### config.mk
export PLATFORM = sky130hd
export DESIGN_NAME = cmd_deserializer
export DESIGN_NICKNAME = d
export VERILOG_FILES = /design/src/rtl/i2c_seq_cmd_pkg.sv /design/src/rtl/cmd_deserializer.sv
export SDC_FILE = /design/constraint.sdc
export NUM_CORES = 1
export LEC_CHECK = 0
export BUFFER_PORTS_ARGS = -buffer_cell sky130_fd_sc_hd__buf_2
export CORE_MARGIN = 2
export CORE_UTILIZATION = 40
export CTS_CLUSTER_DIAMETER = 120
export DETAILED_ROUTE_END_ITERATION = 10
export PLACE_DENSITY = 0.7
export REMOVE_ABC_BUFFERS = 1
export SYNTH_ARGS = -nofsm -noshare
export SYNTH_HDL_FRONTEND = slang
export SYNTH_SLANG_ARGS = --single-unit
### constraint.sdc
create_clock -name mclk -period 2.8 [get_ports mclk]
set_input_delay 0.56 -clock mclk [delete_from_list [all_inputs] [get_ports mclk]]
set_output_delay 0.56 -clock mclk [all_outputs]
set_load 0.05 [all_outputs]
### src/rtl/i2c_seq_cmd_pkg.sv
// Command-port map and storage types of the frame-scheduled I2C sequencer
// (address decode, control word bits, page and word types)
`default_nettype none

package i2c_seq_cmd_pkg;

    typedef logic [10:0] cmd_addr_t;            // command-port address

    // absolute and relative windows match on [10:4], low nibble is page/offset
    localparam cmd_addr_t abs_base  = 11'h410;  // write to absolute frame page
    localparam cmd_addr_t rel_base  = 11'h420;  // write relative to current frame
    localparam cmd_addr_t ctrl_addr = 11'h402;  // control word

    localparam int num_pages      = 16;         // frame pages
    localparam int words_per_page = 64;         // command words per page

    typedef logic [$clog2(num_pages)-1:0]      page_t;     // frame page number
    typedef logic [$clog2(words_per_page)-1:0] wptr_t;     // word pointer in a page
    typedef logic [31:0]                       cmd_word_t; // {sa, reg, data_hi, data_lo}

    // control word bits
    localparam int ctrl_reset_bit   = 14;       // clear all pages, stop bus
    localparam int ctrl_run_bit     = 13;       // run value below is valid
    localparam int ctrl_run_val_bit = 12;       // 1 run, 0 stop

    localparam int cmd_bytes = 6;               // AL, AH, D0..D3

endpackage

`default_nettype wire

### src/rtl/cmd_deserializer.sv
// Command deserializer
// Collects AL, AH, D0..D3 from the byte-serial port and decodes the target
`default_nettype none

module cmd_deserializer
    import i2c_seq_cmd_pkg::*;
(
    input  wire        mclk,
    input  wire        reset_cmd,
    input  wire  [7:0] cmd_ad,      // address/data byte
    input  wire        cmd_stb,     // marks AL
    output page_t      cmd_addr,    // low address nibble
    output cmd_word_t  cmd_data,
    output logic       we_abs,
    output logic       we_rel,
    output logic       we_ctrl
);

    logic [2:0]             byte_cnt;   // index of the byte now on cmd_ad, 0 idle
    logic [8*cmd_bytes-1:0] shreg;      // bytes shift in from the top
    logic [8*cmd_bytes-1:0] shreg_nxt;
    logic                   last_byte;  // D3 on the port
    cmd_addr_t              addr_full;

    assign shreg_nxt = {cmd_ad, shreg[8*cmd_bytes-1:8]};
    assign last_byte = (byte_cnt == 3'(cmd_bytes - 1));
    assign addr_full = shreg_nxt[$bits(cmd_addr_t)-1:0]; // {AH, AL} once complete

    always_ff @(posedge mclk) begin
        if (reset_cmd) begin
            byte_cnt <= '0;
            we_abs   <= 1'b0;
            we_rel   <= 1'b0;
            we_ctrl  <= 1'b0;
        end else begin
            // one strobe, the cycle after D3
            we_abs  <= last_byte && (addr_full[10:4] == abs_base[10:4]);
            we_rel  <= last_byte && (addr_full[10:4] == rel_base[10:4]);
            we_ctrl <= last_byte && (addr_full == ctrl_addr);
            if (cmd_stb) begin
                byte_cnt <= 3'd1;               // AH comes next
            end else if (last_byte) begin
                byte_cnt <= '0;
            end else if (byte_cnt != '0) begin
                byte_cnt <= byte_cnt + 1'b1;
            end
        end
    end

    // payload, held until the next command completes
    always_ff @(posedge mclk) begin
        if (cmd_stb || (byte_cnt != '0)) shreg <= shreg_nxt;
        if (last_byte) begin
            cmd_addr <= addr_full[3:0];
            cmd_data <= shreg_nxt[8*cmd_bytes-1:16]; // D3 ends up as msb
        end
    end

endmodule

`default_nettype wire

==> reports/metrics.yaml <==
critPathKind: "reg -> reg"
cp.required_ps: 2760
die_w_um: 84.6
synth.top_cell.area_share: 0.879
fmax_mhz: 521
drt-total-wl_mm: 3.45
hold_viol: 0
grt_util_met2: 0.142
layout_commonest_cell: "edfxtp_1"
netlist_area_um2: 2600
drv_cap: 0
worstSetupStartpoint: "byte_cnt[0]$_SDFFE_PP0P_"
crit_fanout: 40
ctsHoldBuffers: 0
min_period_ps: 1920
outcome: "complete, no violations"
vias: 1138
grt_usage: 0.100
syn_inst: 107
areaGrowthSynthToFinish_pct: 20.7
synth-seq-cells: 82
cts_sinks: 82
mostFrequentLayoutCells: "edfxtp_1, buf_2, clkbuf_8"
place.gp.congestion: 0.694
wl_per_cell_um: 13.9
instances_no_fill: 249
powerDensity_nw_per_um2: 747
postLayoutCoreUtil: 0.496
worst_pin_slew_ps: 969
power.leakage_nw: 1.13
start_util: 0.411
n_fill_cell: 543
ant_nets: 0
drtIter0Drc: 66
via_per_inst: 4.57
drcViolationCount: 0
synth_area_per_cell_um2: 24.3
ios: 50
skew_ps: 6.55
antenna_found_initial: 0
dr.pass1.iters: 4
clk_latency_ps: 340
final_area_um2: 3130
end_kind: "flop"
cp.arrival_ps: 1880
r2r-start: "byte_cnt[0]$_SDFFE_PP0P_"
yosysSeqAreaShare: 0.925
drive_above_1_share: 0.401
cts_buffers: 9
grt_pass1_vias: 1151
critPathLaunchType: "flop"
period_share: 0.685
clk_pin_slew_ps: 80
die-area_um2: 7150
die_y_um: 84.6
relSlewSlack: 0.354
dpl.hpwl_mm: 2.07
port_buffers: 49
finalSetupViolations: 0
ctsResizeCount: 0
grt_busiest_layer: "met2"
hold_class: "in -> reg"
h-tree-depth: 3
yosysWarnings: 0
rows: 29
seqCellArea_um2: 2400
grt.met1_usage: 0.124
tns_ps: 0
placed_cells: 233
synth_area_leaders: "edfxtp_1, dfxtp_1, ha_1, nor3b_1, a21oi_1"
power_w: 0.00234
grt.overflow.total: 0
ir_drop_v: 0.000402
cts_tree: "built"
synth.distinct_cells: 18
clockBufferDepth: 2
use_met3: 0.0570
slew_viol_final: 0
grt_max_degree: 41
worstHoldStart: "cmd_ad[1]"
yosys.area.top_type: "edfxtp_1"
antenna_cells: 0
cts-root-buf: "clkbuf_8"
placed_cell_area_um2: 2940
grt_setup_unrepaired: "false"
cts_setup_buffers: 0
grt_pass1_wl_mm: 5.31
multiInputGateArea_um2: 189
core_um2: 6310
nets: 181
## cell families (layout without fill, tap and decap cells)
family          count (synthesis)  after routing  synth area share
flops                          82             82             0.925
simple gates                   15             15            0.0448
compound gates                  4              4           0.00867
fa+ha+maj                       3              3            0.0145
buf+inv                         2             67           0.00289
mux                             1              1           0.00386
## power by group
group,switching [W],total [W],internal [W]
Clock,0.000411,0.000825,0.000414
Sequential,0.0000323,0.00147,0.00143
Combinational,0.0000334,0.0000515,0.0000181
## worst paths after layout
kind,endpoint,slack [ps],cells after the start
worst max register to register,shreg[40]$_DFFE_PP_,880,4
worst min register to register,shreg[12]$_DFFE_PP_,420,0
worst min-delay path,cmd_data[25]$_DFFE_PN_,400,1
worst max-delay path,shreg[40]$_DFFE_PP_,880,4
## metrics by stage
step | hold WS [ps] | worst slack [ps]
5_1_grt | 384 | 761
3_5_place_dp | 407 | 872
4_1_cts | 382 | 861
6_report | 401 | 881
2_1_floorplan | 400 | 683
3_3_place_gp | 400 | 928
## synthesized netlist by cell type
cell / count
a21boi_0: 1
a21oi_1: 3
and2_4: 1
dfxtp_1: 6
edfxtp_1: 76
ha_1: 3
inv_1: 2
mux2i_1: 1
nand2b_1: 1
nand3_1: 1
nor2_1: 2
nor2b_2: 1
nor3_1: 2
nor3b_1: 3
nor4_2: 1
nor4b_2: 1
or3_1: 1
or4b_4: 1
## area by class of cell
cell class | count | share of cell area
inverter | 2 | 0.00240
clock buffer | 10 | 0.0407
timing repair buffer | 49 | 0.0782
tap | 77 | 0.0307
sequential | 82 | 0.766
multi-input combinational | 23 | 0.0603
clock inverter | 6 | 0.0212
## flip-flops by register name (all words and copies together), names as in the netlist
signal and cells:
we_rel 1, shreg 40, cmd_data 32, cmd_addr 4, we_ctrl 1, byte_cnt 3
we_abs 1
## critical path, stage by stage, from the launching register on
cell,delay (ps)
dfxtp_1,400
inv_1,60
ha_1,200
nor2b_2,180
nand2b_2,680
## metal layers
| metal | part of all wire | vias to the layer above |
|---|---|---|
| met5 | 0 | - |
| met4 | 0.0072 | 0 |
| met3 | 0.087 | 4 |
| met2 | 0.47 | 44 |
| met1 | 0.44 | 550 |
| li1 | - | 540 |
No activity file was read; power rests on OpenSTA's default activity.
