File: src/rtl/i2c_seq_cmd_pkg.sv
// Command-port map and storage types of the frame-scheduled I2C sequencer
// (address decode, control word bits, page and word types)
`default_nettype none

package i2c_seq_cmd_pkg;

    typedef logic [10:0] cmd_addr_t;            // command-port address

    // absolute and relative windows match on [10:4], low nibble is page/offset
    localparam cmd_addr_t abs_base  = 11'h410;  // write to absolute frame page
    localparam cmd_addr_t rel_base  = 11'h420;  // write relative to current frame
    localparam cmd_addr_t ctrl_addr = 11'h402;  // control word

    localparam int num_pages      = 16;         // frame pages
    localparam int words_per_page = 64;         // command words per page

    typedef logic [$clog2(num_pages)-1:0]      page_t;     // frame page number
    typedef logic [$clog2(words_per_page)-1:0] wptr_t;     // word pointer in a page
    typedef logic [31:0]                       cmd_word_t; // {sa, reg, data_hi, data_lo}

    // control word bits
    localparam int ctrl_reset_bit   = 14;       // clear all pages, stop bus
    localparam int ctrl_run_bit     = 13;       // run value below is valid
    localparam int ctrl_run_val_bit = 12;       // 1 run, 0 stop

    localparam int cmd_bytes = 6;               // AL, AH, D0..D3

endpackage

`default_nettype wire

File: src/rtl/i2c_bus_pkg.sv
// I2C bus timing and word framing for the write engine
`default_nettype none

package i2c_bus_pkg;

    localparam int quarter_cycles = 25;         // mclk cycles per quarter SCL period
    localparam int bytes_per_word = 4;          // sa, reg, data_hi, data_lo
    localparam int bits_per_byte  = 9;          // 8 data bits + ACK slot

    // counter widths
    localparam int quarter_w = $clog2(quarter_cycles);
    localparam int bit_w     = $clog2(bits_per_byte);
    localparam int byte_w    = $clog2(bytes_per_word);

endpackage

`default_nettype wire

File: src/rtl/i2c_write_engine.sv
// I2C write engine
// Sends one command word as start, four bytes with ACK slots, stop
`default_nettype none

module i2c_write_engine
    import i2c_seq_cmd_pkg::*, i2c_bus_pkg::*;
(
    input  wire            mclk,
    input  wire            reset_cmd,
    input  wire            run_en,
    input  wire            word_start,
    input  wire cmd_word_t word_data,
    output logic           word_active,
    output logic           scl_out,
    output logic           sda_out,     // SDA level, 0 only while driven
    output logic           scl_en,
    output logic           sda_en       // high when pulling SDA low
);

    typedef enum logic [1:0] {st_idle, st_start, st_bits, st_stop} state_t;

    state_t               state;
    logic [quarter_w-1:0] qcnt;         // mclk within a quarter
    logic [1:0]           phase;        // quarter within a bit
    logic [bit_w-1:0]     bit_cnt;
    logic [byte_w-1:0]    byte_cnt;
    cmd_word_t            shreg;
    logic                 qtick;
    logic                 ack_slot;
    logic                 last_byte;
    logic                 load_bit;

    assign qtick     = (qcnt == quarter_w'(quarter_cycles - 1));
    assign ack_slot  = (bit_cnt == bit_w'(bits_per_byte - 1));
    assign last_byte = (byte_cnt == byte_w'(bytes_per_word - 1));
    assign load_bit  = (state == st_bits) && qtick && (phase == 2'd0) && !ack_slot;
    assign scl_en    = run_en || word_active;  // a stop waits for the word to end
    assign sda_en    = !sda_out;

    // bit: q0 scl low, q1 scl low with new sda, q2/q3 scl high
    always_ff @(posedge mclk) begin
        if (reset_cmd) begin
            state       <= st_idle;
            qcnt        <= '0;
            phase       <= '0;
            bit_cnt     <= '0;
            byte_cnt    <= '0;
            word_active <= 1'b0;
            scl_out     <= 1'b1;
            sda_out     <= 1'b1;
        end else if (state == st_idle) begin
            qcnt  <= '0;
            phase <= '0;
            if (word_start) begin
                state       <= st_start;
                word_active <= 1'b1;
            end
        end else begin
            qcnt <= qtick ? '0 : qcnt + 1'b1;
            if (qtick) begin
                phase <= phase + 1'b1;
                case (state)
                    st_start: begin
                        if (phase == 2'd0) sda_out <= 1'b0; // start, scl high
                        if (phase == 2'd3) begin
                            scl_out  <= 1'b0;
                            bit_cnt  <= '0;
                            byte_cnt <= '0;
                            state    <= st_bits;
                        end
                    end
                    st_bits: begin
                        if (phase == 2'd0) sda_out <= ack_slot ? 1'b1 : shreg[$bits(cmd_word_t)-1];
                        if (phase == 2'd1) scl_out <= 1'b1;
                        if (phase == 2'd3) begin
                            scl_out <= 1'b0;
                            if (!ack_slot) begin
                                bit_cnt <= bit_cnt + 1'b1;
                            end else begin
                                bit_cnt <= '0;      // ACK ignored
                                if (last_byte) begin
                                    state <= st_stop;
                                end else begin
                                    byte_cnt <= byte_cnt + 1'b1;
                                end
                            end
                        end
                    end
                    default: begin                  // st_stop
                        if (phase == 2'd0) sda_out <= 1'b0;
                        if (phase == 2'd1) scl_out <= 1'b1;
                        if (phase == 2'd2) sda_out <= 1'b1; // stop, scl high
                        if (phase == 2'd3) begin
                            state       <= st_idle;
                            word_active <= 1'b0;
                        end
                    end
                endcase
            end
        end
    end

    // word payload, msb first
    always_ff @(posedge mclk) begin
        if (word_start && (state == st_idle)) begin
            shreg <= word_data;
        end else if (load_bit) begin
            shreg <= shreg << 1;
        end
    end

endmodule

`default_nettype wire

File: config.mk
export PLATFORM = sky130hd
export DESIGN_NAME = i2c_write_engine
export DESIGN_NICKNAME = d
export VERILOG_FILES = /design/src/rtl/i2c_seq_cmd_pkg.sv /design/src/rtl/i2c_bus_pkg.sv /design/src/rtl/i2c_write_engine.sv
export SDC_FILE = /design/constraint.sdc
export NUM_CORES = 1
export LEC_CHECK = 0
export ABC_CLOCK_PERIOD_IN_PS = 4200
export BUFFER_PORTS_ARGS = -buffer_cell sky130_fd_sc_hd__clkbuf_2
export CAP_MARGIN = 20
export CORE_ASPECT_RATIO = 0.9
export CORE_MARGIN = 2
export CORE_UTILIZATION = 30
export CTS_CLUSTER_DIAMETER = 40
export CTS_CLUSTER_SIZE = 14
export DETAILED_ROUTE_END_ITERATION = 7
export GPL_ROUTABILITY_DRIVEN = 0
export PLACE_DENSITY_LB_ADDON = 0.08
export SETUP_SLACK_MARGIN = 0.5
export SYNTH_ARGS = -nofsm -noshare
export SYNTH_HDL_FRONTEND = slang
export SYNTH_SLANG_ARGS = --single-unit
File: constraint.sdc
create_clock -name mclk -period 4.2 [get_ports mclk]
set_input_delay 0.84 -clock mclk [delete_from_list [all_inputs] [get_ports mclk]]
set_output_delay 0.84 -clock mclk [all_outputs]
set_load 0.005 [all_outputs]
==> impl_metrics.csv, run 1 <==
group,metric,value,unit
outcome,run_status,"completed",
final_layout,finalNetCount,277,
synth,synth.yosys.warnings,0,
timing,finClkSkew,11.15,ps
clock_network,clkLatencyLatePin,300,ps
global_routing,initial_antenna_violation_count,0,
clock_network,cts-root-buf,"clkbuf_8",
synth,synth_cell_types,39,
power,worst_ir_drop_vdd,0.0001769,V
final_layout,layout-area-overhead-vs-synth,16.34,%
detailed_routing,routed_wire_length_per_instance,13.08,microns
detailed_routing,drc,0,
die,fp.dieW,98.23,microns
power,leakage,1.075,nW
timing,hold_viol_final,0,
synth,ys_seq_area_share,55.11,%
worst_setup_path,timing.rr.start,"state[0]$_SDFFE_PP0P_",
detailed_routing,routedLengthMet1,2144,microns
worst_hold_path,hold_start,"qcnt[0]$_SDFF_PP0_",
clock_network,cts-buffers-inserted,5,
timing,slew_violations,0,
timing,final_cycle_utilization_of_the_critical_path,50.45,%
worst_setup_path,arrival,1280,ps
die,fp.dieArea,8723,sq um
synth,syn_inst,188,
worst_setup_path,r2r_cells,5,
place,hpwlAfterDp,2969,microns
die,die_span_in_y,88.81,microns
clock_network,cts_setup_buffers,0,
power,totalPowerFinal,1.011,mW
place,place_ws,2048,ps
detailed_routing,dr_total_vias,1476,
worst_setup_path,critical_path.reg2reg.endpoint,"shreg[30]$_DFFE_PP_",
clock_network,cts_tree,"built",
detailed_routing,drt-vias-per-instance,4.514,
clock_network,clk_pin_slew,90,ps
power,power.density_cell_area,362.5,nW/um^2
die,io_pins,41,
worst_setup_path,critPathMaxFanout,1,
worst_setup_path,crit_path_start,"run_en",
power,combinationalPowerShare,14.2,%
detailed_routing,drt-pass1-iter-count,5,
worst_setup_path,crit_path_end,"scl_en",
power,clock_power_share,27.6,%
timing,achievable-frequency,472.0,MHz
global_routing,maximum_number_of_pins_on_one_net_before_global_route_repair,35,
timing,finalCriticalPeriod,2119,ps
global_routing,grt_pass1_wl,6975,microns
worst_hold_path,hold_path_class,"flop to flop",
synth,synth_fp_nets,235,
clock_network,cts.path.max_buffers,2,
detailed_routing,detail-route-antenna-nets,0,
worst_setup_path,critical_path.endpoint_type,"output port",
synth,post_synth_instance_area,2397,sq um
detailed_routing,drt-total-wl,4277,microns
timing,slew_headroom,63.27,%
clock_network,cts_hold_buffers,0,
global_routing,sum_of_overflow_across_all_layers_after_global_routing,0,
timing,setup_total_negative_slack,0,ps
timing,final_critical_path_setup_slack,2081,ps
clock_network,num_clock_sinks,50,
timing,setup_viol_count_final,0,
global_routing,first_global_vias,1399,
timing,setup_repair_after_global_routing_missed_its_margin,"false",
worst_setup_path,cp.required,3360,ps
power,internal-power,767.5,uW
detailed_routing,highest-signal-layer,"met4",
final_layout,finish.instance_area,2789,sq um
clock_network,clock_tree.htree_level_count,2,
die,placeableCoreArea,7657,sq um
global_routing,grt.total_usage,10.24,%
worst_setup_path,register_to_register_setup_slack,2120,ps
power,swShare,24.09,%
final_layout,n_fill_cell,779,
worst_setup_path,criticalPathCategory,"input pin to output port",
detailed_routing,detailedRoute.firstIterationViolations,64,
power,power.switching,243.6,uW
synth,synth_area_per_cell,12.75,sq um
run,timing.max_cap.violations,0,
final_layout,antenna_cells_inserted,0,
timing,timing_worst_slew_pin_value,543.5,ps
detailed_routing,total_length_of_routed_met3_wires,175,microns
detailed_routing,met2RoutedLength,1911,microns
worst_setup_path,cp-start-kind,"input pin",
final_layout,fraction_of_final_layout_cells_with_drive_strength_greater_than_1,39.39,%
place,numPortBuffers,40,
clock_network,cts_repair_resize_count,0,
die,start_util,31.31,%
synth,synth_seq_cells,50,
die,num_rows,30,
power,power_frac_seq,58.2,%
place,dpl-instance-area,2699,sq um
-- metal layers --
layer | up-vias | track usage (%)
met5 | - | 0
met4 | 0 | 3.362
met3 | 5 | 2.765
met2 | 24 | 15.32
met1 | 683 | 14.52
li1 | 764 | -
-- power groups by stage --
| stage | Clock (mW) | Combinational [mW] | Sequential (mW) |
|---|---|---|---|
| after detailed placement | 0 | 0.148 | 0.600 |
| after global routing | 0.317 | 0.162 | 0.593 |
| after global placement | 0 | 0.148 | 0.601 |
| after floorplan | 0 | 0.106 | 0.597 |
| after CTS | 0.297 | 0.149 | 0.589 |
| final | 0.279 | 0.143 | 0.589 |
-- state kept, by name, summed over array words and instances, names as in the netlist, named ones only --
register / flops
shreg: 32
word_active: 1
phase: 2
byte_cnt: 2
scl_out: 1
qcnt: 5
bit_cnt: 4
state: 2
-- placed cells by master, fill, tap and decap left out, types with 2 or more instances in the layout --
cell type  count
a21oi_1        9
a311oi_1       2
buf_4          2
clkbuf_2      40
clkbuf_8       5
dfxtp_1       18
edfxtp_1      32
ha_1          11
inv_1         16
mux2_2        31
nand2_1        7
nand3_1        4
nand4b_1       2
nor2_1         8
nor2b_1        3
nor3_1         3
o211ai_1       2
o21ai_0        8
or3_1          2
xnor2_1        2
xor2_1         2
-- cell type report --
cell class,instances,area (sq um),share of cell area [%]
Sequential cell,50,1321,47.38
Clock buffer,5,68.82,2.467
Tap cell,96,120.1,4.307
Multi-Input combinational cell,115,982.2,35.22
Inverter,16,60.06,2.153
Timing Repair Buffer,42,215.2,7.716
Clock inverter,3,21.27,0.7627
-- worst min-delay path by stage --
stage	cells after the start	endpoint	slack, ps
final	1	qcnt[0]$_SDFF_PP0_	470
after global routing	1	qcnt[0]$_SDFF_PP0_	490
after CTS	1	qcnt[0]$_SDFF_PP0_	470
after detailed placement	1	qcnt[0]$_SDFF_PP0_	450
after global placement	1	qcnt[0]$_SDFF_PP0_	450
after floorplan	1	qcnt[0]$_SDFF_PP0_	430
-- logic make-up (layout without fill, tap and decap cells) --
group	Yosys count	count (layout)	synth area share (%)
compound gates	29	29	8.141
flops	50	50	55.11
fa+ha+maj	11	11	5.741
mux	32	32	14.98
simple gates	39	39	10.07
buf+inv	23	66	4.488
xor+xnor	4	4	1.462
-- worst max-delay path, cell delays in order --
cell      delay [ps]
clkbuf_2          70
or2_2            260
clkbuf_2         110
-- Yosys cell counts (all sizes together) --
master	number	share of area (%)
nor2b	3	0.78
and2b	1	0.37
and2	1	0.37
a221oi	1	0.63
a2111oi	1	0.63
a21oi	9	1.9
o21ai	9	1.9
ha	11	5.7
inv	16	2.5
clkbuf	1	0.21
edfxtp	32	40
mux2	31	15
nand3	4	0.84
xnor2	2	0.73
and4b	1	0.42
or3	3	0.99
nor3	3	0.63
o211ai	2	0.63
and3	1	0.26
nand4	1	0.89
nor2	8	1.3
buf	6	1.8
o31ai	2	0.63
a311oi	2	0.73
mux2i	1	0.42
nand2	8	1.6
nand3b	1	0.31
o221ai	1	0.37
a21boi	1	0.47
nand4b	2	0.73
a211oi	1	0.31
xor2	2	0.73
or2	1	0.26
nor4bb	1	0.42
dfxtp	18	15
-- per-stage QoR --
| step | hold slack [ps] | utilization (%) | instances |
|---|---|---|---|
| after CTS | 473.2 | 36.42 | 327 |
| final | 468.3 | 36.42 | 327 |
| after global placement | 449.8 | 35.25 | 319 |
| after detailed placement | 451.4 | 35.25 | 319 |
| after global routing | 491.6 | 36.42 | 327 |
| after floorplan | 429.7 | - | 188 |
Power figures use the tool's default switching activity.
==> run 2, diff against run 1 <==
- ABC_AREA: default -> 1
- ABC_CLOCK_PERIOD_IN_PS: 4200 -> 1900
- clock period: 4.2 -> 1.9 ns (I/O delays scaled with it)
==> impl_metrics.csv, run 2 <==
group,metric,value,unit
timing,setup_viol_count_final,0,
outcome,run_status,"completed",
worst_setup_path,critPathMaxFanout,8,
detailed_routing,drt-pass1-iter-count,4,
global_routing,grt_pass1_wl,8866,microns
worst_setup_path,critical_path.endpoint_type,"flop",
worst_hold_path,hold_start,"reset_cmd",
timing,final_cycle_utilization_of_the_critical_path,83.55,%
global_routing,first_global_vias,1750,
synth,synth_seq_cells,50,
die,start_util,30.44,%
final_layout,stdcell_count,425,
synth,synth_fp_nets,272,
power,worst_ir_drop_vdd,0.0005333,V
final_layout,finalNetCount,352,
die,fp.dieArea,9328,sq um
timing,slew_headroom,82.45,%
worst_setup_path,arrival,1600,ps
detailed_routing,routed_wire_length_per_instance,13.06,microns
timing,slew_violations,0,
final_layout,largest_register_ff_count,32,
detailed_routing,drt-total-wl,5550,microns
place,place_ws,195.9,ps
final_layout,fin_util,44.19,%
timing,fin_hold_ws,366.8,ps
detailed_routing,dr_total_vias,1800,
synth,synth_most_common_cell,"edfxtp_1",
clock_network,clkLatencyLatePin,300,ps
timing,hold_viol_final,0,
final_layout,antenna_cells_inserted,0,
synth,ys_seq_area_share,51.39,%
worst_hold_path,hold_path_class,"input pin to flop",
synth,synth_top_cell_by_area,"edfxtp_1",
detailed_routing,detail-route-antenna-nets,0,
worst_setup_path,critical_path.reg2reg.endpoint,"shreg[2]$_DFFE_PP_",
power,power.density_cell_area,1409,nW/um^2
worst_setup_path,cp.required,1920,ps
timing,timing_worst_slew_pin_value,261.3,ps
die,die_span_in_y,91.83,microns
place,hpwlAfterDp,3446,microns
synth,synth.top_cells.by_count,"32 x edfxtp_1, 30 x nand2_1, 27 x inv_1, 27 x mux2_4, 20 x nor2_1",
detailed_routing,drt-vias-per-instance,4.235,
die,placeableCoreArea,8448,sq um
worst_setup_path,timing.rr.start,"qcnt[0]$_SDFF_PP0_",
clock_network,cts-buffers-inserted,5,
worst_setup_path,cp-start-kind,"flop",
die,fp.dieW,101.6,microns
detailed_routing,detailedRoute.firstIterationViolations,65,
synth,synth-async-reset-ratio,0,%
synth,syn_inst,225,
run,timing.max_cap.violations,0,
place,numPortBuffers,40,
final_layout,layout-area-overhead-vs-synth,45.21,%
place,dp_cells,384,
die,io_pins,41,
power,leakage,1.623,nW
global_routing,maximum_number_of_pins_on_one_net_before_global_route_repair,16,
clock_network,clk_pin_slew,90,ps
synth,post_synth_instance_area,2571,sq um
worst_hold_path,whs_path_depth,2,
synth,synth_cell_types,28,
clock_network,cts_hold_buffers,0,
timing,setup_repair_after_global_routing_missed_its_margin,"true",
die,num_rows,32,
worst_hold_path,timing.hold.worst_endpoint,"bit_cnt[1]$_SDFFE_PP0P_",
timing,finalCriticalPeriod,1587,ps
synth,post_synth_edffs,32,
worst_setup_path,register_to_register_setup_slack,310,ps
power,totalPowerFinal,5.260,mW
timing,achievable-frequency,630.0,MHz
final_layout,largest_registers,"shreg (32), qcnt (5), bit_cnt (4)",
clock_network,num_clock_sinks,50,
clock_network,cts_tree,"built",
synth,synth.yosys.warnings,0,
global_routing,sum_of_overflow_across_all_layers_after_global_routing,0,
synth,synth.top_cell.area_share,37.37,%
clock_network,cts-root-buf,"clkbuf_8",
global_routing,grt.total_usage,12.33,%
timing,setup_total_negative_slack,0,ps
global_routing,initial_antenna_violation_count,0,
final_layout,layout_common_cells,"39 x clkbuf_2, 32 x edfxtp_1, 31 x mux2_4, 22 x nand2_1, 16 x nor2_1",
synth,ys_top_cells_by_area,"edfxtp_1 37%, mux2_4 16%, dfxtp_1 14%",
detailed_routing,drc,0,
synth,ys.flop_type,"edfxtp_1",
timing,finClkSkew,16.21,ps
final_layout,regMostFlops,"shreg",
clock_network,clock_tree.htree_level_count,2,
worst_setup_path,criticalPathCategory,"flop to flop",
clock_network,cts.path.max_buffers,2,
synth,synth_area_per_cell,11.43,sq um
final_layout,finish.instance_area,3734,sq um
final_layout,fraction_of_final_layout_cells_with_drive_strength_greater_than_1,55.88,%
timing,final_critical_path_setup_slack,312.6,ps
place,dpl-instance-area,2995,sq um
worst_setup_path,r2r_cells,9,
final_layout,mostFrequentLayoutCell,"clkbuf_2",
[run 2: changes by cell type in the layout (fill, tap and decap cells not counted), sizes merged, moves of 3 or more]
| cell | delta |
|---|---|
| buf | +36 |
| nand2 | +26 |
| nor2 | +14 |
| inv | +12 |
| nand3 | +7 |
| nand4 | +3 |
| nor2b | -3 |
| or3 | -3 |
[run 2: worst max-delay path by stage]
stage                     slack, ps                      to  cells after the start                     from
after detailed placement        200     shreg[25]$_DFFE_PP_                      5    state[0]$_SDFFE_PP0P_
after CTS                       300  shreg[0]$_SDFFCE_PP0P_                      8  bit_cnt[1]$_SDFFE_PP0P_
final                           310      shreg[2]$_DFFE_PP_                      9       qcnt[0]$_SDFF_PP0_
after global routing            250  shreg[0]$_SDFFCE_PP0P_                      9       qcnt[1]$_SDFF_PP0_
after floorplan                -150  shreg[0]$_SDFFCE_PP0P_                      7       qcnt[1]$_SDFF_PP0_
after global placement          220      shreg[3]$_DFFE_PP_                      5    state[0]$_SDFFE_PP0P_
[run 2: report_power, final]
part	internal [mW]	switching (mW)	total, mW	leakage (nW)
clock network	0.394	0.374	0.768	0.0514
logic	1.63	1.18	2.81	1.12
registers	1.57	0.109	1.68	0.454
total	3.59	1.67	5.26	1.62
[run 2: cell families (layout without fill, tap and decap cells)]
group,Yosys count,after routing,share of synthesized area [%]
AND/OR/NAND/NOR,78,78,14.65
flip-flops,50,50,51.39
buffers and inverters,34,115,6.131
multiplexers,31,31,17.52
AO/OA/AOI/OAI,18,18,3.942
adder cells (fa/ha/maj),11,11,5.353
XOR/XNOR,3,3,1.022
[run 2: layer usage]
layer	global-route usage, %	wire, microns	share of wire, %	vias to the layer above
li1	-	-	-	920
met1	17.95	2768	50	852
met2	18.20	2558	46	24
met3	3.049	158	2.8	4
met4	3.153	64	1.2	0
met5	0	0	0	-
[run 2: final cells by class]
class / count / area, sq um
Fill cell: 816 / 4715
Sequential cell: 50 / 1334
Multi-Input combinational cell: 141 / 1284
Timing Repair Buffer: 77 / 713.2
Tap cell: 119 / 148.9
Inverter: 30 / 143.9
Clock buffer: 6 / 72.57
Clock inverter: 2 / 37.54
[run 2: worst max-delay path, stage by stage (launching register included)]
cell     delay, ps
dfxtp_2        330
inv_2           60
ha_4           120
nand2_2         50
inv_2           60
nand2_4         60
o31ai_4        280
buf_6          150
buf_6           90
buf_12         110
[run 2: timing repair]
action / 4_1_cts / 5_1_grt
endpoints found under the setup margin: 80 / 76
gates resized for setup: 34 / 43
pin swaps: 7 / 20
hold endpoints to repair: 0 / 0
cloned: 5 / 0
setup buffers: 17 / 11
==> run 3, diff against run 2 <==
- ABC_AREA: 1 -> 0
- ABC_CLOCK_PERIOD_IN_PS: 1900 -> 1420
- clock period: 1.9 -> 1.42 ns (I/O delays scaled with it)
==> impl_metrics.csv, run 3 (synthesized netlist as in run 1, its figures left out) <==
group,metric,value,unit
final_layout,multi_input_comb_area,1310,sq um
die,fp.dieW,98.23,microns
clock_network,clkLatencyLatePin,310,ps
timing,achievable-frequency,643.5,MHz
worst_setup_path,critical_path.endpoint_type,"flop",
final_layout,layout-area-overhead-vs-synth,55.90,%
die,placeableCoreArea,7657,sq um
final_layout,antenna_cells_inserted,0,
timing,finClkSkew,9.596,ps
final_layout,n_fill_cell,729,
final_layout,layout_common_cells,"38 x clkbuf_2, 36 x buf_4, 32 x edfxtp_1, 31 x mux2_4, 15 x buf_6",
power,combinationalPowerShare,22.8,%
worst_setup_path,cp_cell_sequence,"inv_2 > ha_4 > nand4b_1 > o31ai_4 > buf_12",
clock_network,clock_tree.htree_level_count,2,
final_layout,fraction_of_final_layout_cells_with_drive_strength_greater_than_1,65.38,%
power,worst_ir_drop_vdd,0.0004952,V
worst_setup_path,cp.required,1430,ps
detailed_routing,detail-route-antenna-nets,0,
timing,slew_headroom,79.42,%
timing,setup_viol_count_final,75,
worst_setup_path,arrival,1570,ps
final_layout,fin_util,48.81,%
clock_network,cts-root-buf,"clkbuf_8",
timing,setup_total_negative_slack,-6565,ps
final_layout,stdcell_count,382,
place,hpwlAfterDp,3698,microns
worst_setup_path,worst-path-buf-inv,2,
final_layout,finalNetCount,332,
worst_hold_path,timing.hold.worst_endpoint,"shreg[19]$_DFFE_PP_",
worst_setup_path,cpLargestDelayFamily,"compound AO/OA/AOI/OAI gates",
detailed_routing,drt-vias-per-instance,4.531,
place,place_ws,-198.1,ps
global_routing,maximum_number_of_pins_on_one_net_before_global_route_repair,23,
final_layout,seqCellArea,1338,sq um
global_routing,grt_pass1_wl,8680,microns
clock_network,clk_pin_slew,100,ps
detailed_routing,detailedRoute.firstIterationViolations,59,
power,clock_power_share,31.2,%
worst_setup_path,critical_path.reg2reg.endpoint,"shreg[2]$_DFFE_PP_",
final_layout,mostFrequentLayoutCell,"clkbuf_2",
power,power.switching,868.7,uW
power,leakage,1.593,nW
power,swShare,22.82,%
global_routing,grt.total_usage,12.93,%
power,totalPowerFinal,3.807,mW
worst_setup_path,r2r_cells,5,
place,dp_cells,355,
timing,hold_viol_final,0,
place,dpl-instance-area,3239,sq um
power,internal-power,2.938,mW
global_routing,first_global_vias,1791,
outcome,run_status,"complete, but fails checks",
worst_hold_path,whs_path_depth,2,
die,io_pins,41,
detailed_routing,routed_wire_length_per_instance,13.86,microns
place,numPortBuffers,40,
detailed_routing,drt-total-wl,5295,microns
detailed_routing,dr_total_vias,1731,
detailed_routing,drt-pass1-iter-count,4,
outcome,violations,"negative setup slack",
clock_network,cts_hold_buffers,0,
worst_setup_path,criticalPathCategory,"flop to flop",
worst_setup_path,slowest_stage,"o31ai_4",
timing,final_cycle_utilization_of_the_critical_path,109.4,%
die,start_util,31.31,%
power,power.density_cell_area,1019,nW/um^2
clock_network,num_clock_sinks,50,
clock_network,cts_tree,"built",
die,num_rows,30,
worst_setup_path,critPathMaxFanout,22,
die,die_span_in_y,88.81,microns
timing,timing_worst_slew_pin_value,307.6,ps
detailed_routing,drc,0,
worst_hold_path,hold_start,"word_data[19]",
worst_setup_path,cp-start-kind,"flop",
timing,slew_violations,0,
timing,setup_repair_after_global_routing_missed_its_margin,"true",
die,fp.dieArea,8723,sq um
power,power_frac_seq,46.1,%
worst_setup_path,timing.critical_path.slowest_cell_delay,350,ps
final_layout,largest_register_ff_count,32,
timing,finalCriticalPeriod,1554,ps
global_routing,sum_of_overflow_across_all_layers_after_global_routing,0,
global_routing,initial_antenna_violation_count,0,
final_layout,largest_registers,"shreg (32), qcnt (5), bit_cnt (4)",
worst_hold_path,hold_path_class,"input pin to flop",
worst_setup_path,register_to_register_setup_slack,-130,ps
timing,fin_hold_ws,269.3,ps
clock_network,cts-buffers-inserted,5,
final_layout,finish.instance_area,3737,sq um
final_layout,regMostFlops,"shreg",
run,timing.max_cap.violations,0,
worst_setup_path,timing.rr.start,"qcnt[1]$_SDFF_PP0_",
clock_network,cts.path.max_buffers,2,
timing,final_critical_path_setup_slack,-133.9,ps
==> run 3: changes by cell type in the layout (fill, tap and decap cells not counted), moves of 4 or more <==
cell,delta
nand3_1,-5
inv_2,-5
nand4_1,-4
buf_16,-5
inv_1,-5
nand2_2,-5
buf_6,+5
nor2_1,-12
buf_4,+21
nand2_1,-17
==> run 3: power groups by stage <==
stage / logic, mW / clock network [mW] / registers [mW]
4_1_cts: 0.794 / 1.23 / 1.76
3_3_place_gp: 0.699 / 0 / 1.79
3_5_place_dp: 0.701 / 0 / 1.79
2_1_floorplan: 0.472 / 0 / 1.77
6_report: 0.866 / 1.19 / 1.75
5_1_grt: 0.935 / 1.29 / 1.77
==> run 3: final cells by class <==
| type | count | share of cell area (%) |
|---|---|---|
| Clock buffer | 5 | 1.841 |
| Clock inverter | 3 | 1.707 |
| Inverter | 16 | 1.808 |
| Multi-Input combinational cell | 116 | 35.05 |
| Sequential cell | 50 | 35.79 |
| Tap cell | 96 | 3.214 |
| Timing Repair Buffer | 96 | 20.59 |
==> run 3: repair_timing <==
action | in CTS | in global routing
endpoints found under the hold margin | 0 | 0
resized for setup | 36 | 15
cloned | 1 | 0
buffers inserted | 10 | 8
setup endpoints to repair | 87 | 87
pin swaps | 11 | 8
==> run 3: routing by layer <==
metal  vias to the layer above  routed length, microns  global-route usage (%)
met3                         9                     152                   2.844
met2                        26                    2378                   20.30
li1                        882                       -                       -
met5                         -                       0                       0
met4                         0                      99                   4.110
met1                       814                    2664                   18.06
==> run 3: how the worst max path moves through the flow <==
| stage | from | to | depth (start not counted) |
|---|---|---|---|
| after global routing | qcnt[1]$_SDFF_PP0_ | shreg[31]$_DFFE_PP_ | 5 |
| after global placement | qcnt[1]$_SDFF_PP0_ | flop | 7 |
| final | qcnt[1]$_SDFF_PP0_ | shreg[2]$_DFFE_PP_ | 5 |
| after floorplan | qcnt[1]$_SDFF_PP0_ | shreg[0]$_SDFFCE_PP0P_ | 4 |
| after detailed placement | qcnt[1]$_SDFF_PP0_ | flop | 7 |
| after CTS | qcnt[1]$_SDFF_PP0_ | shreg[7]$_DFFE_PP_ | 5 |
